`src/hw/mac_io_pkg.sv`:
```
`default_nettype none

package mac_io_pkg;

  // Bus types
  typedef logic [23:1] cpu_word_addr_t;  // 68000 word address
  typedef logic [15:0] word_t;
  typedef logic [7:0]  byte_t;
  typedef logic [2:0]  ipl_t;            // Active low
  typedef logic [6:0]  via_irq_t;

  // VIA interrupt flag bits
  localparam int INT_ONESEC   = 0;
  localparam int INT_VBLANK   = 1;
  localparam int INT_KEYREADY = 2;
  localparam int INT_KEYBIT   = 3;
  localparam int INT_KEYCLK   = 4;
  localparam int INT_T2       = 5;
  localparam int INT_T1       = 6;

  // VIA register index, address bits 12:9
  localparam logic [3:0] VIA_PORTB = 4'h0;
  localparam logic [3:0] VIA_DDRB  = 4'h2;
  localparam logic [3:0] VIA_DDRA  = 4'h3;
  localparam logic [3:0] VIA_T1CL  = 4'h4;
  localparam logic [3:0] VIA_T1CH  = 4'h5;
  localparam logic [3:0] VIA_T1LL  = 4'h6;
  localparam logic [3:0] VIA_T1LH  = 4'h7;
  localparam logic [3:0] VIA_T2CL  = 4'h8;
  localparam logic [3:0] VIA_T2CH  = 4'h9;
  localparam logic [3:0] VIA_SR    = 4'hA;
  localparam logic [3:0] VIA_ACR   = 4'hB;
  localparam logic [3:0] VIA_PCR   = 4'hC;
  localparam logic [3:0] VIA_IFR   = 4'hD;
  localparam logic [3:0] VIA_IER   = 4'hE;
  localparam logic [3:0] VIA_PORTA = 4'hF;

  localparam logic [2:0] ACR_SHIFT_IN  = 3'd3;  // ACR[4:2], shift in under ext clock
  localparam logic [2:0] ACR_SHIFT_OUT = 3'd7;  // ACR[4:2], shift out under ext clock

  localparam int    VIA_TICK_DIV    = 20;       // Clocks per timer tick
  localparam int    FRAMES_PER_SEC  = 60;
  localparam byte_t VIA_RESET_PORTA = 8'h7F;
  localparam byte_t VIA_RESET_PORTB = 8'hFF;
  localparam byte_t VIA_FILL_BYTE   = 8'hEF;    // Low byte of VIA and SCC reads
  localparam byte_t VIA_UNUSED_READ = 8'hBE;

  localparam byte_t      SCC_RESET_WR15    = 8'hF8;
  localparam logic [2:0] SCC_CMD_EXT_RESET = 3'd2;  // WR0[5:3]
  localparam int         SCC_REG_IDX_W     = 4;

  localparam ipl_t IPL_VIA  = 3'b110;
  localparam ipl_t IPL_SCC  = 3'b101;
  localparam ipl_t IPL_NONE = 3'b111;

  localparam logic [23:0] RAM_BASE_NORMAL = 24'h600000;

endpackage

`default_nettype wire

```
`src/hw/cpu_phase.sv`:
```
`timescale 1ns/1ps
`default_nettype none

module cpu_phase #(
  parameter int c_slowdown = 0  // CPU runs 2^n times slower
) (
  input  logic i_clk_cpu,
  input  logic i_reset,
  output logic o_phi1,
  output logic o_phi2
);

  generate
    if (c_slowdown > 0) begin : g_slow
      logic [c_slowdown-1:0] phase_cnt;

      always_ff @(posedge i_clk_cpu) begin
        if (i_reset) begin
          phase_cnt <= '0;
          o_phi1    <= 1'b0;
          o_phi2    <= 1'b0;
        end else begin
          phase_cnt <= phase_cnt + 1'b1;
          o_phi1    <= phase_cnt == '0;                                   // Start of period
          o_phi2    <= phase_cnt == (c_slowdown)'(2 ** (c_slowdown - 1)); // Half way
        end
      end
    end else begin : g_full
      // Full speed, phi2 trails phi1 by one clock
      always_ff @(posedge i_clk_cpu) begin
        if (i_reset) begin
          o_phi1 <= 1'b0;
          o_phi2 <= 1'b0;
        end else begin
          o_phi1 <= ~o_phi1;
          o_phi2 <= o_phi1;
        end
      end
    end
  endgenerate

endmodule

`default_nettype wire

```
`src/hw/bus_glue.sv`:
```
`timescale 1ns/1ps
`default_nettype none

module bus_glue (
  input  mac_io_pkg::cpu_word_addr_t i_cpu_a,
  input  logic                       i_cpu_rw,
  input  logic                       i_cpu_uds_n,
  input  logic                       i_cpu_lds_n,
  input  logic [2:0]                 i_cpu_fc,
  input  logic                       i_overlay,
  input  mac_io_pkg::byte_t          i_via_rdata,
  input  mac_io_pkg::byte_t          i_scc_rdata,
  input  mac_io_pkg::word_t          i_ram_dout,
  input  mac_io_pkg::word_t          i_rom_dout,
  input  logic                       i_via_irq,
  input  logic                       i_scc_irq,
  output logic                       o_via_cs,
  output logic                       o_scc8_cs,
  output logic                       o_ram_cs,
  output logic                       o_rom_cs,
  output mac_io_pkg::word_t          o_cpu_din,
  output mac_io_pkg::ipl_t           o_ipl_n,
  output logic                       o_vpa_n
);
  import mac_io_pkg::*;

  logic scc_sel;

  // ===================================================================
  // Address decode on the top nibble
  // ===================================================================
  always_comb begin
    o_via_cs = 1'b0;
    scc_sel  = 1'b0;
    o_ram_cs = 1'b0;
    o_rom_cs = 1'b0;
    casez (i_cpu_a[23:20])
      4'b00??: begin                                 // Low memory, swapped by overlay
        o_ram_cs = i_overlay;
        o_rom_cs = ~i_overlay;
      end
      4'b0100: o_rom_cs = ~i_cpu_a[17];              // ROM, mirrors above 128k dropped
      RAM_BASE_NORMAL[23:20]: o_ram_cs = ~i_overlay;
      4'b10?1: scc_sel  = 1'b1;
      4'b1110: o_via_cs = 1'b1;
      default: ;                                     // SCSI at 5, IWM at D, holes
    endcase
  end

  assign o_scc8_cs = scc_sel & (~i_cpu_lds_n | ~i_cpu_uds_n);  // Needs a data strobe

  // ===================================================================
  // CPU read data
  // ===================================================================
  always_comb begin
    if (!i_cpu_rw)
      o_cpu_din = '0;                                 // CPU owns the bus on writes
    else if (o_via_cs)
      o_cpu_din = {i_via_rdata, VIA_FILL_BYTE};       // 8-bit peripherals on high byte
    else if (o_scc8_cs)
      o_cpu_din = {i_scc_rdata, VIA_FILL_BYTE};
    else if (o_ram_cs)
      o_cpu_din = i_ram_dout;
    else if (o_rom_cs)
      o_cpu_din = i_rom_dout;
    else
      o_cpu_din = '0;                                 // Unmapped, SCSI and IWM
  end

  // Interrupts, VIA wins over SCC
  assign o_ipl_n = i_via_irq ? IPL_VIA  :
                   i_scc_irq ? IPL_SCC  : IPL_NONE;
  assign o_vpa_n = ~&i_cpu_fc;                        // Auto-vector on IACK cycle

endmodule

`default_nettype wire

```
`src/hw/via_timer2.sv`:
```
`timescale 1ns/1ps
`default_nettype none

module via_timer2 (
  input  logic              i_clk_cpu,
  input  logic              i_reset,
  input  logic              i_load,
  input  mac_io_pkg::word_t i_load_value,
  output mac_io_pkg::word_t o_count,
  output logic              o_underflow
);
  import mac_io_pkg::*;

  logic [4:0] tick_div;
  logic       tick;
  logic       armed;           // Cleared after first underflow

  assign tick = tick_div == '0;

  // Timer tick every VIA_TICK_DIV clocks
  always_ff @(posedge i_clk_cpu) begin
    if (i_reset || tick_div == 5'(VIA_TICK_DIV - 1))
      tick_div <= '0;
    else
      tick_div <= tick_div + 1'b1;
  end

  always_ff @(posedge i_clk_cpu) begin
    if (i_reset) begin
      o_count     <= '0;
      armed       <= 1'b0;
      o_underflow <= 1'b0;
    end else begin
      o_underflow <= 1'b0;
      if (i_load) begin
        o_count <= i_load_value;
        armed   <= 1'b1;
      end else if (tick) begin
        if (armed && o_count == '0) begin  // One shot
          o_underflow <= 1'b1;
          armed       <= 1'b0;
        end
        o_count <= o_count - 1'b1;         // Keeps running past zero
      end
    end
  end

endmodule

`default_nettype wire

```
`src/hw/via_regs.sv`:
```
`timescale 1ns/1ps
`default_nettype none

module via_regs (
  input  logic              i_clk_cpu,
  input  logic              i_reset,
  input  logic              i_cs,
  input  logic              i_cpu_rw,
  input  logic              i_cpu_uds_n,
  input  logic [3:0]        i_reg,
  input  mac_io_pkg::byte_t i_wdata,
  input  logic              i_vsync,
  input  logic              i_hsync,
  input  logic              i_mouse_x2,
  input  logic              i_mouse_y2,
  input  logic              i_mouse_button,
  input  mac_io_pkg::byte_t i_kbd_in_data,
  input  logic              i_kbd_in_strobe,
  output mac_io_pkg::byte_t o_rdata,
  output logic              o_irq,
  output logic              o_overlay,
  output logic              o_disk_sel,
  output logic              o_audio,
  output mac_io_pkg::byte_t o_kbd_out_data,
  output logic              o_kbd_out_strobe
);
  import mac_io_pkg::*;

  byte_t    porta, portb, acr, sr, t2_latch_lo;
  logic     ddrb0;                     // Only bit 0 of DDRB is writable
  via_irq_t ifr, ier;
  word_t    t1_count, t1_latch, t2_count;
  logic [1:0] vsync_q;                 // Sync and edge stage
  logic [5:0] frame_cnt;
  logic     wr, rd, t2_load, t2_underflow, sr_wr, sr_wr_q, shift_in, shift_out, vblank;

  assign wr        = i_cs & ~i_cpu_rw & ~i_cpu_uds_n;
  assign rd        = i_cs & i_cpu_rw & ~i_cpu_uds_n;
  assign t2_load   = wr && i_reg == VIA_T2CH;
  assign sr_wr     = wr && i_reg == VIA_SR;
  assign shift_in  = acr[4:2] == ACR_SHIFT_IN;
  assign shift_out = acr[4:2] == ACR_SHIFT_OUT;
  assign vblank    = vsync_q[1] & ~vsync_q[0];   // Falling edge of vsync

  via_timer2 via_timer2_inst (
    .i_clk_cpu   (i_clk_cpu),
    .i_reset     (i_reset),
    .i_load      (t2_load),
    .i_load_value({i_wdata, t2_latch_lo}),
    .o_count     (t2_count),
    .o_underflow (t2_underflow)
  );

  // ===================================================================
  // Control registers and interrupt flags
  // ===================================================================
  always_ff @(posedge i_clk_cpu) begin
    if (i_reset) begin
      porta <= VIA_RESET_PORTA;
      portb <= VIA_RESET_PORTB;
      ddrb0 <= 1'b1;
      acr   <= '0;
      ifr   <= '0;
      ier   <= '0;
      vsync_q   <= '1;
      frame_cnt <= '0;
      sr_wr_q   <= 1'b0;
      o_kbd_out_strobe <= 1'b0;
    end else begin
      vsync_q <= {vsync_q[0], i_vsync};
      sr_wr_q <= sr_wr;
      o_kbd_out_strobe <= sr_wr & ~sr_wr_q & shift_out;  // Once per bus cycle
      if (wr) begin
        case (i_reg)
          VIA_PORTB: portb <= i_wdata;
          VIA_DDRB:  ddrb0 <= i_wdata[0];
          VIA_T1CH:  ifr[INT_T1] <= 1'b0;
          VIA_T2CH:  ifr[INT_T2] <= 1'b0;                  // Reload rearms
          VIA_SR:    if (shift_out) ifr[INT_KEYREADY] <= 1'b1;
          VIA_ACR:   acr <= i_wdata;
          VIA_IFR:   ifr <= ifr & ~i_wdata[6:0];           // Write 1 to clear
          VIA_IER:   ier <= i_wdata[7] ? (ier | i_wdata[6:0]) : (ier & ~i_wdata[6:0]);
          VIA_PORTA: porta <= i_wdata;
          default: ;
        endcase
      end else if (rd) begin                               // Read side effects
        case (i_reg)
          VIA_PORTB: begin
            ifr[INT_KEYCLK] <= 1'b0;
            ifr[INT_KEYBIT] <= 1'b0;
          end
          VIA_T1CL:  ifr[INT_T1] <= 1'b0;
          VIA_T2CL:  ifr[INT_T2] <= 1'b0;
          VIA_SR:    ifr[INT_KEYREADY] <= 1'b0;
          VIA_PORTA: begin
            ifr[INT_ONESEC] <= 1'b0;
            ifr[INT_VBLANK] <= 1'b0;
          end
          default: ;
        endcase
      end
      // Events win over clears in the same clock
      if (vblank) begin
        ifr[INT_VBLANK] <= 1'b1;
        frame_cnt <= frame_cnt + 1'b1;
        if (frame_cnt == 6'(FRAMES_PER_SEC - 1)) begin
          ifr[INT_ONESEC] <= 1'b1;
          frame_cnt <= '0;
        end
      end
      if (t2_underflow) ifr[INT_T2] <= 1'b1;
      if (shift_in && i_kbd_in_strobe) ifr[INT_KEYREADY] <= 1'b1;
    end
  end

  // Timer 1 storage and shift register
  always_ff @(posedge i_clk_cpu) begin
    if (wr) begin
      case (i_reg)
        VIA_T1CL: t1_count[7:0]  <= i_wdata;
        VIA_T1CH: t1_count[15:8] <= i_wdata;
        VIA_T1LL: t1_latch[7:0]  <= i_wdata;
        VIA_T1LH: t1_latch[15:8] <= i_wdata;
        VIA_T2CL: t2_latch_lo    <= i_wdata;   // Low byte waits for T2CH
        VIA_SR:   sr             <= i_wdata;
        default: ;
      endcase
    end
    if (shift_in && i_kbd_in_strobe) sr <= i_kbd_in_data;  // Keyboard byte in
  end

  // ===================================================================
  // Read mux
  // ===================================================================
  always_comb begin
    case (i_reg)
      VIA_PORTB: o_rdata = {portb[7], ~i_hsync, i_mouse_y2, i_mouse_x2, i_mouse_button,
                            portb[2:1], ddrb0 & portb[0]};  // No RTC behind bit 0
      VIA_DDRB:  o_rdata = {7'b1000011, ddrb0};
      VIA_DDRA:  o_rdata = 8'h7F;
      VIA_T1CL:  o_rdata = t1_count[7:0];
      VIA_T1CH:  o_rdata = t1_count[15:8];
      VIA_T1LL:  o_rdata = t1_latch[7:0];
      VIA_T1LH:  o_rdata = t1_latch[15:8];
      VIA_T2CL:  o_rdata = t2_count[7:0];
      VIA_T2CH:  o_rdata = t2_count[15:8];
      VIA_SR:    o_rdata = sr;
      VIA_ACR:   o_rdata = acr;
      VIA_PCR:   o_rdata = '0;
      VIA_IFR:   o_rdata = {o_irq, ifr};              // Bit 7 is any enabled flag
      VIA_IER:   o_rdata = {1'b0, ier};
      VIA_PORTA: o_rdata = {1'b1, porta[6:0]};        // SCC write request always high
      default:   o_rdata = VIA_UNUSED_READ;
    endcase
  end

  assign o_irq          = |(ifr & ier);
  assign o_overlay      = ~porta[4];
  assign o_disk_sel     = porta[5];
  assign o_audio        = portb[7];
  assign o_kbd_out_data = sr;

endmodule

`default_nettype wire

```
`src/hw/scc_mouse.sv`:
```
`timescale 1ns/1ps
`default_nettype none

module scc_mouse (
  input  logic              i_clk_cpu,
  input  logic              i_reset,
  input  logic              i_cep,
  input  logic              i_cen,
  input  logic              i_cs8,
  input  logic              i_cpu_rw,
  input  logic              i_cpu_as_n,
  input  logic [1:0]        i_rs,       // Bit 0 high for channel A, bit 1 high for data
  input  mac_io_pkg::byte_t i_wdata,
  input  logic              i_mouse_x1,
  input  logic              i_mouse_y1,
  output mac_io_pkg::byte_t o_rdata,
  output logic              o_irq
);
  import mac_io_pkg::*;

  // Channel arrays indexed like i_rs[0], 1 is A and 0 is B
  logic [SCC_REG_IDX_W-1:0] rindex, rindex_latch;
  logic [1:0][7:0] wr1, wr15;       // WR1 bit 0 ext int enable, WR15 bit 3 DCD enable
  logic [5:0]      wr9;             // Bit 3 master interrupt enable
  logic [1:0]      dcd_in, dcd_latch, latch_open, ex_ip, dcd_ip, do_latch, ext_reset;
  logic [1:0]      wreg, ch_reset;
  logic            wr9_hit, full_reset;
  logic [2:0]      vec_stat;

  assign dcd_in     = {i_mouse_x1, i_mouse_y1};
  assign wreg       = {2{i_cs8 & ~i_cpu_rw & ~i_rs[1]}} & {i_rs[0], ~i_rs[0]};
  assign wr9_hit    = |wreg && rindex == 4'd9;
  assign full_reset = (wr9_hit && i_wdata[7:6] == 2'b11) || i_reset;
  assign ch_reset   = {wr9_hit && i_wdata[7:6] == 2'b10,
                       wr9_hit && i_wdata[7:6] == 2'b01} | {2{full_reset}};

  always_comb begin
    for (int ch = 0; ch < 2; ch++) begin
      ext_reset[ch] = wreg[ch] && rindex == '0 && i_wdata[5:3] == SCC_CMD_EXT_RESET;
      dcd_ip[ch]    = (dcd_in[ch] != dcd_latch[ch]) & wr15[ch][3];
      do_latch[ch]  = latch_open[ch] & dcd_ip[ch];
    end
  end

  // WR1 and WR9, channel reset keeps WR1 bits 2 and 5
  always_ff @(posedge i_clk_cpu) begin
    if (i_reset) begin
      wr9 <= '0;
      wr1 <= '0;
    end else if (i_cen) begin
      if (wr9_hit) wr9 <= i_wdata[5:0];
      for (int ch = 0; ch < 2; ch++) begin
        if (ch_reset[ch])
          wr1[ch] <= {2'b00, wr1[ch][5], 2'b00, wr1[ch][2], 2'b00};
        else if (wreg[ch] && rindex == 4'd1)
          wr1[ch] <= i_wdata;
      end
    end
  end

  // Pointer takes effect once the strobe is gone
  always_ff @(posedge i_clk_cpu) begin
    if (i_reset)
      rindex <= '0;
    else if (i_cen && i_cpu_as_n)
      rindex <= rindex_latch;
  end

  // ===================================================================
  // Pointer, WR15 and DCD latches
  // ===================================================================
  always_ff @(posedge i_clk_cpu) begin
    if (full_reset) begin
      rindex_latch <= '0;
      ex_ip        <= '0;
      latch_open   <= '1;
      dcd_latch    <= '0;
      wr15         <= {2{SCC_RESET_WR15}};
    end else begin
      if (i_cen) begin
        if (i_cs8 && !i_rs[1]) begin             // Any control access falls back to 0
          rindex_latch <= '0;
          if (!i_cpu_rw && rindex == '0)
            rindex_latch <= {i_wdata[5:3] == 3'b001, i_wdata[2:0]};  // Point high cmd
        end
        for (int ch = 0; ch < 2; ch++)
          if (wreg[ch] && rindex == 4'd15) wr15[ch] <= i_wdata;
      end
      if (i_cep) begin
        for (int ch = 0; ch < 2; ch++) begin
          if (ext_reset[ch]) begin               // Reopen latch, drop pending
            latch_open[ch] <= 1'b1;
            ex_ip[ch]      <= 1'b0;
          end else if (do_latch[ch]) begin
            latch_open[ch] <= 1'b0;
            if (wr1[ch][0]) ex_ip[ch] <= 1'b1;
          end
          if (do_latch[ch]) dcd_latch[ch] <= dcd_in[ch];
        end
      end
    end
  end

  // RR2B status, A first then B
  assign vec_stat = ex_ip[1] ? 3'b101 : ex_ip[0] ? 3'b001 : 3'b011;

  always_comb begin
    if (rindex == 4'd0)
      o_rdata = {4'b0100, wr15[i_rs[0]][3] ? dcd_latch[i_rs[0]] : dcd_in[i_rs[0]], 3'b100};
    else if (rindex == 4'd2 && !i_rs[0])
      o_rdata = {4'b0000, vec_stat, 1'b0};
    else if (rindex == 4'd3 && i_rs[0])
      o_rdata = {4'b0000, ex_ip[1], 2'b00, ex_ip[0]};  // RR3A
    else
      o_rdata = '0;
  end

  assign o_irq = wr9[3] & |ex_ip;

endmodule

`default_nettype wire

```
`src/hw/mac_io_top.sv`:
```
`timescale 1ns/1ps
`default_nettype none

module mac_io_top #(
  parameter int c_slowdown = 0
) (
  input  logic                       i_clk_cpu,
  input  logic                       i_reset,
  // CPU bus
  input  mac_io_pkg::cpu_word_addr_t i_cpu_a,
  input  mac_io_pkg::word_t          i_cpu_dout,
  input  logic                       i_cpu_rw,
  input  logic                       i_cpu_as_n,
  input  logic                       i_cpu_uds_n,
  input  logic                       i_cpu_lds_n,
  input  logic [2:0]                 i_cpu_fc,
  output mac_io_pkg::word_t          o_cpu_din,
  output mac_io_pkg::ipl_t           o_ipl_n,
  output logic                       o_vpa_n,
  output logic                       o_phi1,
  output logic                       o_phi2,
  // External memories
  output logic                       o_ram_cs,
  output logic                       o_rom_cs,
  input  mac_io_pkg::word_t          i_ram_dout,
  input  mac_io_pkg::word_t          i_rom_dout,
  // Keyboard, mouse, video timing
  input  mac_io_pkg::byte_t          i_kbd_in_data,
  input  logic                       i_kbd_in_strobe,
  output mac_io_pkg::byte_t          o_kbd_out_data,
  output logic                       o_kbd_out_strobe,
  input  logic                       i_vsync,
  input  logic                       i_hsync,
  input  logic                       i_mouse_x1,
  input  logic                       i_mouse_y1,
  input  logic                       i_mouse_x2,
  input  logic                       i_mouse_y2,
  input  logic                       i_mouse_button,
  output logic                       o_audio,
  output logic                       o_disk_sel
);

  logic              via_cs, scc8_cs, overlay, via_irq, scc_irq;
  mac_io_pkg::byte_t via_rdata, scc_rdata;

  cpu_phase #(.c_slowdown(c_slowdown)) cpu_phase_inst (
    .i_clk_cpu(i_clk_cpu), .i_reset(i_reset), .o_phi1(o_phi1), .o_phi2(o_phi2)
  );

  bus_glue bus_glue_inst (
    .i_cpu_a    (i_cpu_a),     .i_cpu_rw   (i_cpu_rw),    .i_cpu_uds_n(i_cpu_uds_n),
    .i_cpu_lds_n(i_cpu_lds_n), .i_cpu_fc   (i_cpu_fc),    .i_overlay  (overlay),
    .i_via_rdata(via_rdata),   .i_scc_rdata(scc_rdata),   .i_ram_dout (i_ram_dout),
    .i_rom_dout (i_rom_dout),  .i_via_irq  (via_irq),     .i_scc_irq  (scc_irq),
    .o_via_cs   (via_cs),      .o_scc8_cs  (scc8_cs),     .o_ram_cs   (o_ram_cs),
    .o_rom_cs   (o_rom_cs),    .o_cpu_din  (o_cpu_din),   .o_ipl_n    (o_ipl_n),
    .o_vpa_n    (o_vpa_n)
  );

  via_regs via_regs_inst (
    .i_clk_cpu  (i_clk_cpu),   .i_reset        (i_reset),        .i_cs(via_cs),
    .i_cpu_rw   (i_cpu_rw),    .i_cpu_uds_n    (i_cpu_uds_n),    .i_reg(i_cpu_a[12:9]),
    .i_wdata    (i_cpu_dout[15:8]), .i_vsync   (i_vsync),        .i_hsync(i_hsync),
    .i_mouse_x2 (i_mouse_x2),  .i_mouse_y2     (i_mouse_y2),     .i_mouse_button(i_mouse_button),
    .i_kbd_in_data(i_kbd_in_data), .i_kbd_in_strobe(i_kbd_in_strobe),
    .o_rdata    (via_rdata),   .o_irq          (via_irq),        .o_overlay(overlay),
    .o_disk_sel (o_disk_sel),  .o_audio        (o_audio),
    .o_kbd_out_data(o_kbd_out_data), .o_kbd_out_strobe(o_kbd_out_strobe)
  );

  scc_mouse scc_mouse_inst (
    .i_clk_cpu (i_clk_cpu),    .i_reset   (i_reset),         .i_cep  (o_phi1),
    .i_cen     (o_phi2),       .i_cs8     (scc8_cs),         .i_cpu_rw(i_cpu_rw),
    .i_cpu_as_n(i_cpu_as_n),   .i_rs      (i_cpu_a[2:1]),    .i_wdata(i_cpu_dout[15:8]),
    .i_mouse_x1(i_mouse_x1),   .i_mouse_y1(i_mouse_y1),
    .o_rdata   (scc_rdata),    .o_irq     (scc_irq)
  );

endmodule

`default_nettype wire

```
`config.mk`:
```
export PLATFORM = sky130hd
export DESIGN_NAME = mac_io_top
export DESIGN_NICKNAME = d
export VERILOG_FILES = /design/src/hw/mac_io_pkg.sv /design/src/hw/cpu_phase.sv /design/src/hw/bus_glue.sv /design/src/hw/via_timer2.sv /design/src/hw/via_regs.sv /design/src/hw/scc_mouse.sv /design/src/hw/mac_io_top.sv
export SDC_FILE = /design/constraint.sdc
export NUM_CORES = 1
export LEC_CHECK = 0
export BUFFER_PORTS_ARGS = -buffer_cell sky130_fd_sc_hd__buf_2
export CAP_MARGIN = 20
export CORE_MARGIN = 4
export CORE_UTILIZATION = 40
export DETAILED_ROUTE_END_ITERATION = 12
export GPL_ROUTABILITY_DRIVEN = 0
export HOLD_SLACK_MARGIN = 0.08
export MAX_ROUTING_LAYER = met4
export SYNTH_ARGS = -nofsm -noshare
export SYNTH_HDL_FRONTEND = slang
export SYNTH_SLANG_ARGS = --single-unit
```
`constraint.sdc`:
```
create_clock -name i_clk_cpu -period 5.41 [get_ports i_clk_cpu]
set_input_delay 1.082 -clock i_clk_cpu [delete_from_list [all_inputs] [get_ports i_clk_cpu]]
set_output_delay 1.082 -clock i_clk_cpu [all_outputs]
set_load 0.03 [all_outputs]
```
; Word-level counts from Yosys, hierarchy flattened
; Index checks and enable logic that the tools add are counted.
[word_totals]
reg_bits = 149
latch_bits = 0
ramBits = 0
rom_bits = 0
in_bits = 96
output_inout_bits = 35
wordCells = 272
n_memories = 0
[classes]
add_sub_neg = 3
n_mul = 0
div_mod_pow = 0
order_cmp = 1
n_eq_ne = 39
shifts = 0
n_mux = 67
bitwise = 36
reduce_logical = 86
[op_table]
columns = cell, count
row1 = case mux 8 bit (15 select lines), 1
row2 = two-way mux 16 bit, 7
row3 = == test 4 bit (second input constant), 11
row4 = AND reduction 2 bit, 22
row5 = two-way mux 8 bit, 5
row6 = two-way mux 1 bit, 32
row7 = nonzero test 2 bit, 13
row8 = == test 4 x 3 -> 1 bit (second input constant), 6
row9 = AND 7 bit, 3
row10 = logical AND 1 bit, 21
row11 = two-way mux 7 bit, 3
row12 = AND reduction 3 bit, 7
row13 = nonzero test 3 bit, 7
row14 = AND 1 bit, 16
row15 = == test 4 x 2 -> 1 bit (second input constant), 4
row16 = zero test 16 bit, 1
row17 = two-way mux 4 bit, 4
row18 = subtractor 16 x 1 -> 16 bit (second input constant), 1
row19 = two-way mux 2 bit, 7
row20 = NOT 1 bit, 12
row21 = case mux 1 bit (2 select lines), 5
row22 = zero test 4 bit, 2
row23 = != test 4 bit (second input constant), 2
row24 = NOT 7 bit, 1
row25 = other kinds (28), 39

; Longest topological paths before layout
; Gate-level depths: netlist of run 1.
[depth]
ltp_word = 13
ltp_mapped = 8
ltp_nobuf = 7

; Cells and area by module
; A second synthesis of run 1 with hierarchy kept.
[hier_totals]
hier_cells = 791
hier_area_um2 = 7592.3
[by_module_without_submodules]
columns = module, instances, cells_each, area_per_inst_um2, seq_area_each_um2
row1 = via_regs, 1, 425, 4536.9, 2322.2
row2 = via_timer2, 1, 142, 1278.7, 460.4
row3 = scc_mouse, 1, 124, 1092.3, 380.4
row4 = bus_glue, 1, 96, 626.9, 0.0
row5 = cpu_phase, 1, 4, 57.6, 40.0

; Least setup slack after synthesis of run 1
; No wires, ideal clock.
[synth_path]
path_type = input to output
start = input i_cpu_a[20]
end = output o_cpu_din[10]
t_arrival_ns = 3.056
required_ns = 4.328
slack_ns = 1.272
path_stages = 6
path_buffers = 1
cell_sequence = nor3_1 mux2i_1 nor2_1 clkbuf_1 a21oi_1 a211oi_1
[synth_between]
elab_chain_cells = 7
word_cells_on_any_way = 11
classes_between = eq/ne: 3 / mux: 8
[synth_lines]
columns = element, line_no
row1 = from (decl), mac_io_top.sv:10  ; input mac_io_pkg::cpu_word_addr_t i_cpu_a,
row2 = == test 4 x 3 -> 1 bit, bus_glue.sv:37  ; casez (i_cpu_a[23:20])
row3 = case mux 1 bit (2 select lines), bus_glue.sv:37
row4 = named net o_rom_cs, mac_io_top.sv:24  ; output logic o_rom_cs,
row5 = two-way mux 16 bit, bus_glue.sv:64  ; else if (o_rom_cs)
row6 = two-way mux 16 bit, bus_glue.sv:62  ; else if (o_ram_cs)
row7 = two-way mux 16 bit, bus_glue.sv:60  ; else if (o_scc8_cs)
row8 = two-way mux 16 bit, bus_glue.sv:58  ; else if (o_via_cs)
row9 = two-way mux 16 bit, bus_glue.sv:56  ; if (!i_cpu_rw)
row10 = to (decl), mac_io_top.sv:17  ; output mac_io_pkg::word_t o_cpu_din,
; The timed path passes the listed nets, and every way through them passes these cells.

; Final worst setup path of run 1
[layout_path]
start = input i_cpu_a[11]
end = output o_cpu_din[11]
[layout_between]
elab_chain_cells = 4
word_cells_on_any_way = 18
classes_between = eq/ne: 14 / mux: 3 / reduce/logical: 1
[layout_lines]
columns = element, line_no
row1 = == test 4 bit (tied with other cells), via_regs.sv:136  ; case (i_reg)
row2 = case mux 8 bit (15 select lines) (*), via_regs.sv:136
row3 = two-way mux 16 bit (*), bus_glue.sv:58
row4 = two-way mux 16 bit (*), bus_glue.sv:56
; Every way passes the cells marked *; elsewhere a longest branch is shown, timed or not.

==> summary.txt, run 1 <==
Floorplanning
  • DIE WIDTH: 139.6 um
  • Row cnt: 47
  • Initial Util: 41.33%
  • Die height: 139.6 um
  • Die ar.: 0.01949 mm2
  • Core area: 0.01676 mm2
  • Io pins: 131

Clock tree
  • Sink Count: 136
  • Total CTS buffers: 17
  • Worst-Skew Late Latency: 0.43 ns
  • CTS resizes: 0
  • Worst-path clk slew: 0.06 ns
  • Max clock buf depth: 2
  • Htree depth: 4
  • CTS tree: yes
  • Hold_buf cts: 0
  • Setup bufs post-CTS: 0
  • CTS root buffer: clkbuf_16

Power and ir drop
  • Worst vdd ir: 242.1 uV
  • Static Leakage: 3.133 nW
  • PwrDens: 336.7 mW/mm2
  • Total power: 2.756 mW

Logic synthesis
  • Synthesized area: 0.006927 mm2
  • Most frequent cells after synthesis: dfxtp_1, nor2_1, nand2_1
  • Synth Instances: 752
  • Seq cells post-synth: 136
  • Main synth FF type: dfxtp_1
  • Synth Area per Inst: 9.211 um2
  • Share of the yosys chip area belonging to registers: 46.24%
  • Post-synth cell types: 65
  • Ys async rst share: 0%
  • Top cell type's share of synthesized area: 25.43%
  • Area contributors post-synth: dfxtp_1, edfxtp_1, nor2_1, nand2_1, a21oi_1
  • Post-synth EDFFs: 48
  • Mapped Nets: 852
  • Count leader, synth: dfxtp_1
  • Leading area contributor after synthesis: dfxtp_1
  • Ys Warns: 0

GRT
  • Antenna violations before repair: 0
  • Gr ovfl total: 0
  • GR Util All Layers: 24.01%
  • First-pass GRT wire length: 35.29 mm
  • Vias in the first global route: 6146
  • Pin count of the biggest net entering global routing: 58

Final layout
  • Final Util: 48.85%
  • Final cell count without fillers: 1073
  • Area growth from synthesis to layout: 18.19%
  • Net count, final: 940
  • Share of cells above drive strength 1: 20.75%
  • Ant. Diodes: 0

Setup path
  • Top cell family by delay on the critical path: compound AO/OA/AOI/OAI gates
  • CP Class: in2out
  • Category of the worst setup path launch point: input port
  • R2R cell count: 7
  • R2r endpoint: via_regs_inst.via_timer2_inst.armed
  • Worst r2r src: via_regs_inst.via_timer2_inst.tick_div[0]
  • Worst path bufs/invs: 2
  • Max Fanout on Critical Path: 32
  • CP max stage cell: nor2b_1
  • CP peak stage delay: 0.64 ns
  • Crit path required time: 4.33 ns
  • CP endpoint kind: output port
  • Worst Path Arrival: 3.31 ns
  • Flop2flop setup slack: 3.20 ns
  • Cell Chain, Critical Path: buf_2 > nor2b_1 > a22oi_1 > o22ai_1 > a211oi_1 > a211oi_1 > buf_2

Routing
  • Via/cell ratio: 6.084
  • WL final: 23.03 mm
  • Post-DRT Antenna Nets: 0
  • DR iter-0 viols: 776
  • Drc violations: 0
  • Vias: 6528
  • Routed wire per std cell: 21.46 um
  • DRT Pass-1 Iters: 6

Timing
  • Least-Margin Pin Slew: 0.8411 ns
  • Clock skew: 0.005976 ns
  • Hold Fails Final Rpt: 0
  • Min Tclk post-route: 4.395 ns
  • Slew Limit Headroom: 43.77%
  • RSZ-0062 raised after global routing: false
  • Period utilization: 81.23%
  • # setup viols final: 0
  • Fmax: 227.6 MHz
  • Slew Viols, Final: 0
  • Sum Neg Setup Slack: 0 ns
  • Setup WS post-layout: 1.015 ns

Job
  • Max Cap Viol: 0

Hold path
  • Hold-critical path depth: 1
  • Hold Startpoint: via_regs_inst.sr_wr_q
  • Hold Crit Class: reg2reg
  • Hold EP: via_regs_inst.o_kbd_out_strobe

Placed design
  • Pre-CTS setup slack: 1.091 ns
  • Dpl cells: 1040
  • DP HPWL: 16.45 mm
  • Buffers added on ports: 109

Run status
  • Status: finished, final reports clean
## registers in the layout, indices dropped and copies added, names as in the netlist, 2 cells and up, named ones only
signal and flops:
via_regs_inst.t1_count 16, via_regs_inst.t1_latch 16, via_regs_inst.via_timer2_inst.o_count 16, via_regs_inst.acr 8, via_regs_inst.o_kbd_out_data 8, via_regs_inst.t2_latch_lo 8
via_regs_inst.ifr 7, via_regs_inst.porta 7, via_regs_inst.frame_cnt 6, via_regs_inst.via_timer2_inst.tick_div 5, scc_mouse_inst.rindex 4, scc_mouse_inst.rindex_latch 4
via_regs_inst.portb 4, scc_mouse_inst.dcd_latch 2, scc_mouse_inst.ex_ip 2, scc_mouse_inst.latch_open 2, scc_mouse_inst.wr15 2, scc_mouse_inst.wr1 2
via_regs_inst.vsync_q 2
## per-stage QoR
stage,hold slack (ns),cell area (um2)
floorplan,0.3721,6927
global placement,0.3897,7607
finish,0.3949,8187
global route,0.4112,8187
detailed placement,0.3898,7607
CTS,0.3998,8182
## where the power goes
part	internal, mW	total (mW)	switching (mW)
combinational	0.187	0.439	0.252
sequential	1.11	1.18	0.0743
clock	0.687	1.13	0.448
total	1.98	2.76	0.774
## worst max-delay path by stage
stage	from	end	slack (ns)	cells after the start
final	i_cpu_a[11]	o_cpu_din[11]	1.02	7
after global routing	i_cpu_a[11]	o_cpu_din[11]	0.89	7
after CTS	i_cpu_a[11]	o_cpu_din[11]	1.08	7
after detailed placement	i_cpu_a[11]	o_cpu_din[11]	1.09	7
after global placement	i_cpu_a[11]	o_cpu_din[11]	1.08	7
after floorplan	i_cpu_a[20]	o_cpu_din[10]	1.27	6
## kinds of logic after synthesis
group,count (synthesis),share of synthesized area (%)
AND/OR/NAND/NOR,289,21.22
XOR/XNOR,22,2.782
multiplexers,37,5.798
adder cells (fa/ha/maj),4,0.7226
buffers and inverters,71,4.028
flip-flops,136,46.24
AO/OA/AOI/OAI,192,19.15
other,1,0.05414
## final cells by class
type                            instances  area (um2)
Tap cell                              220       275.3
Multi-Input combinational cell        545        3445
Timing Repair Buffer                  117       603.1
Inverter                               23       86.33
Fill cell                            1575        8573
Clock inverter                         12       127.6
Clock buffer                           20       446.7
Sequential cell                       136        3203
## placed cells by master, fill, tap and decap left out, types with 21 or more instances in the layout
| cell | count |
|---|---|
| nand2_1 | 59 |
| buf_2 | 110 |
| a211oi_1 | 23 |
| o21ai_0 | 26 |
| inv_1 | 23 |
| nor2_1 | 84 |
| a21oi_1 | 43 |
| dfxtp_1 | 88 |
| edfxtp_1 | 48 |
| a22oi_1 | 24 |
| mux2i_1 | 21 |
| nand3_1 | 39 |
## layer usage
layer	share of wire (%)	vias up	wire, um	GRT usage (%)
met4	4.0	0	932	10.66
met3	8.3	64	1906	4.563
met1	41	3137	9512	30.61
met5	0	-	0	-
li1	-	2971	-	-
met2	46	356	10680	37.33
(Power assumes the default switching activity.)
==> run 2, diff against run 1 <==
clock period = 4.45 ns   (was 5.41 ns; I/O delays follow)
==> summary.txt, run 2 (synthesis gave the netlist of run 1 again) <==
Setup path
  • Max Fanout on Critical Path: 24
  • Worst Path Arrival: 3.06 ns
  • CP endpoint kind: output port
  • Flop2flop setup slack: 2.27 ns
  • R2R cell count: 7
  • Worst r2r src: via_regs_inst.via_timer2_inst.tick_div[0]
  • CP Class: in2out
  • Category of the worst setup path launch point: input port
  • Crit path required time: 3.56 ns
  • R2r endpoint: via_regs_inst.via_timer2_inst.armed

Timing
  • Sum Neg Setup Slack: 0 ns
  • Slew Limit Headroom: 31.52%
  • Final hold slack: 0.4068 ns
  • Period utilization: 88.77%
  • Slew Viols, Final: 0
  • RSZ-0062 raised after global routing: false
  • Setup WS post-layout: 0.4998 ns
  • Clock skew: 0.004357 ns
  • Hold Fails Final Rpt: 0
  • Min Tclk post-route: 3.950 ns
  • Fmax: 253.2 MHz
  • # setup viols final: 0
  • Least-Margin Pin Slew: 1.027 ns

Floorplanning
  • Initial Util: 41.33%
  • Row cnt: 47
  • Io pins: 131
  • Die height: 139.6 um
  • DIE WIDTH: 139.6 um
  • Die ar.: 0.01949 mm2
  • Core area: 0.01676 mm2

Final layout
  • Area growth from synthesis to layout: 18.61%
  • Commonest non-fill, non-tap cells in the layout: buf_2, dfxtp_1, nor2_1
  • Final cell count without fillers: 1081
  • Ant. Diodes: 0
  • Most common cell after layout, fill and taps aside: buf_2
  • Final Util: 49.02%
  • Design area: 0.008215 mm2
  • Share of cells above drive strength 1: 21.37%
  • Net count, final: 948
  • Largest regs: via_regs_inst.t1_count (16), via_regs_inst.t1_latch (16), via_regs_inst.via_timer2_inst.o_count (16)
  • FILL cells: 1601

Power and ir drop
  • PwrDens: 400.2 mW/mm2
  • Static Leakage: 3.148 nW
  • P_sw: 0.9452 mW
  • Clock power share: 39.7%
  • Sw Share: 28.75%
  • Worst vdd ir: 280.5 uV
  • Int Pwr: 2.343 mW
  • Comb power frac: 16.5%
  • Total power: 3.288 mW
  • Sequential power share: 43.8%

Hold path
  • Hold EP: via_regs_inst.o_kbd_out_strobe
  • Hold-critical path depth: 1
  • Hold Startpoint: via_regs_inst.sr_wr_q
  • Hold Crit Class: reg2reg

Placed design
  • Pre-CTS setup slack: 0.6005 ns
  • Buffers added on ports: 109
  • Area after DPL: 0.007675 mm2
  • Dpl cells: 1049
  • DP HPWL: 16.90 mm

GRT
  • Vias in the first global route: 6178
  • Antenna violations before repair: 0
  • GR Util All Layers: 24.30%
  • Pin count of the biggest net entering global routing: 49
  • First-pass GRT wire length: 35.85 mm
  • Gr ovfl total: 0

Clock tree
  • CTS tree: yes
  • CTS resizes: 0
  • Htree depth: 4
  • Setup bufs post-CTS: 0
  • Max clock buf depth: 2
  • Worst-Skew Late Latency: 0.42 ns
  • CTS root buffer: clkbuf_16
  • Sink Count: 136
  • Worst-path clk slew: 0.06 ns
  • Total CTS buffers: 17
  • Hold_buf cts: 0

Routing
  • Via/cell ratio: 6.021
  • WL final: 23.46 mm
  • Post-DRT Antenna Nets: 0
  • DR iter-0 viols: 815
  • Drc violations: 0
  • DRT Pass-1 Iters: 7
  • Routed wire per std cell: 21.70 um
  • Vias: 6509

Job
  • Max Cap Viol: 0

Run status
  • Status: finished, final reports clean
==> run 2: changes by cell type in the layout (fill, tap and decap cells not counted), sizes merged <==
cell,before,now
clkinv,7,5
inv,23,24
clkinvlp,3,5
bufinv,2,1
buf,117,125
==> run 2: worst max-delay path, stage by stage <==
cell and delay [ns]:
buf_2 0.42, nor2b_1 0.60, a22oi_1 0.20, o22ai_1 0.35
o21ai_0 0.20, a21oi_1 0.17, buf_2 0.22
==> run 2: area by class of cell <==
type                    instances  area [um2]  share of cell area, %
clock buffers                  20       436.7                  5.315
clock inverters                12       103.9                  1.264
inverters                      23       86.33                  1.051
multi-input cells             545        3445                  41.93
flip-flops and latches        136        3203                  38.99
well taps                     220       275.3                  3.351
repair buffers                125       665.6                  8.102
==> run 2: power by group through the flow <==
stage	registers, mW	logic (mW)	clock network, mW
2_1_floorplan	1.43	0.380	0
3_3_place_gp	1.46	0.521	0
3_5_place_dp	1.46	0.534	0
4_1_cts	1.44	0.537	1.32
5_1_grt	1.45	0.589	1.38
6_report	1.44	0.541	1.31
==> run 2: routing by layer <==
| metal | vias to the layer above | share of wire, % | GRT usage [%] |
|---|---|---|---|
| met1 | 3140 | 42 | 31.45 |
| met4 | 0 | 2.9 | 8.771 |
| met2 | 328 | 47 | 38.07 |
| met3 | 53 | 8.0 | 4.837 |
| met5 | - | 0 | - |
| li1 | 2988 | - | - |
==> run 2: worst max path at each step <==
stage,from,end,slack [ns],depth (start not counted)
2_1_floorplan,i_cpu_a[20],o_cpu_din[10],0.70,6
4_1_cts,i_cpu_a[10],o_cpu_din[8],0.59,7
3_3_place_gp,i_cpu_a[10],o_cpu_din[8],0.63,7
6_report,i_cpu_a[10],o_cpu_din[8],0.50,7
3_5_place_dp,i_cpu_a[10],o_cpu_din[8],0.60,7
5_1_grt,i_cpu_a[10],o_cpu_din[8],0.46,7
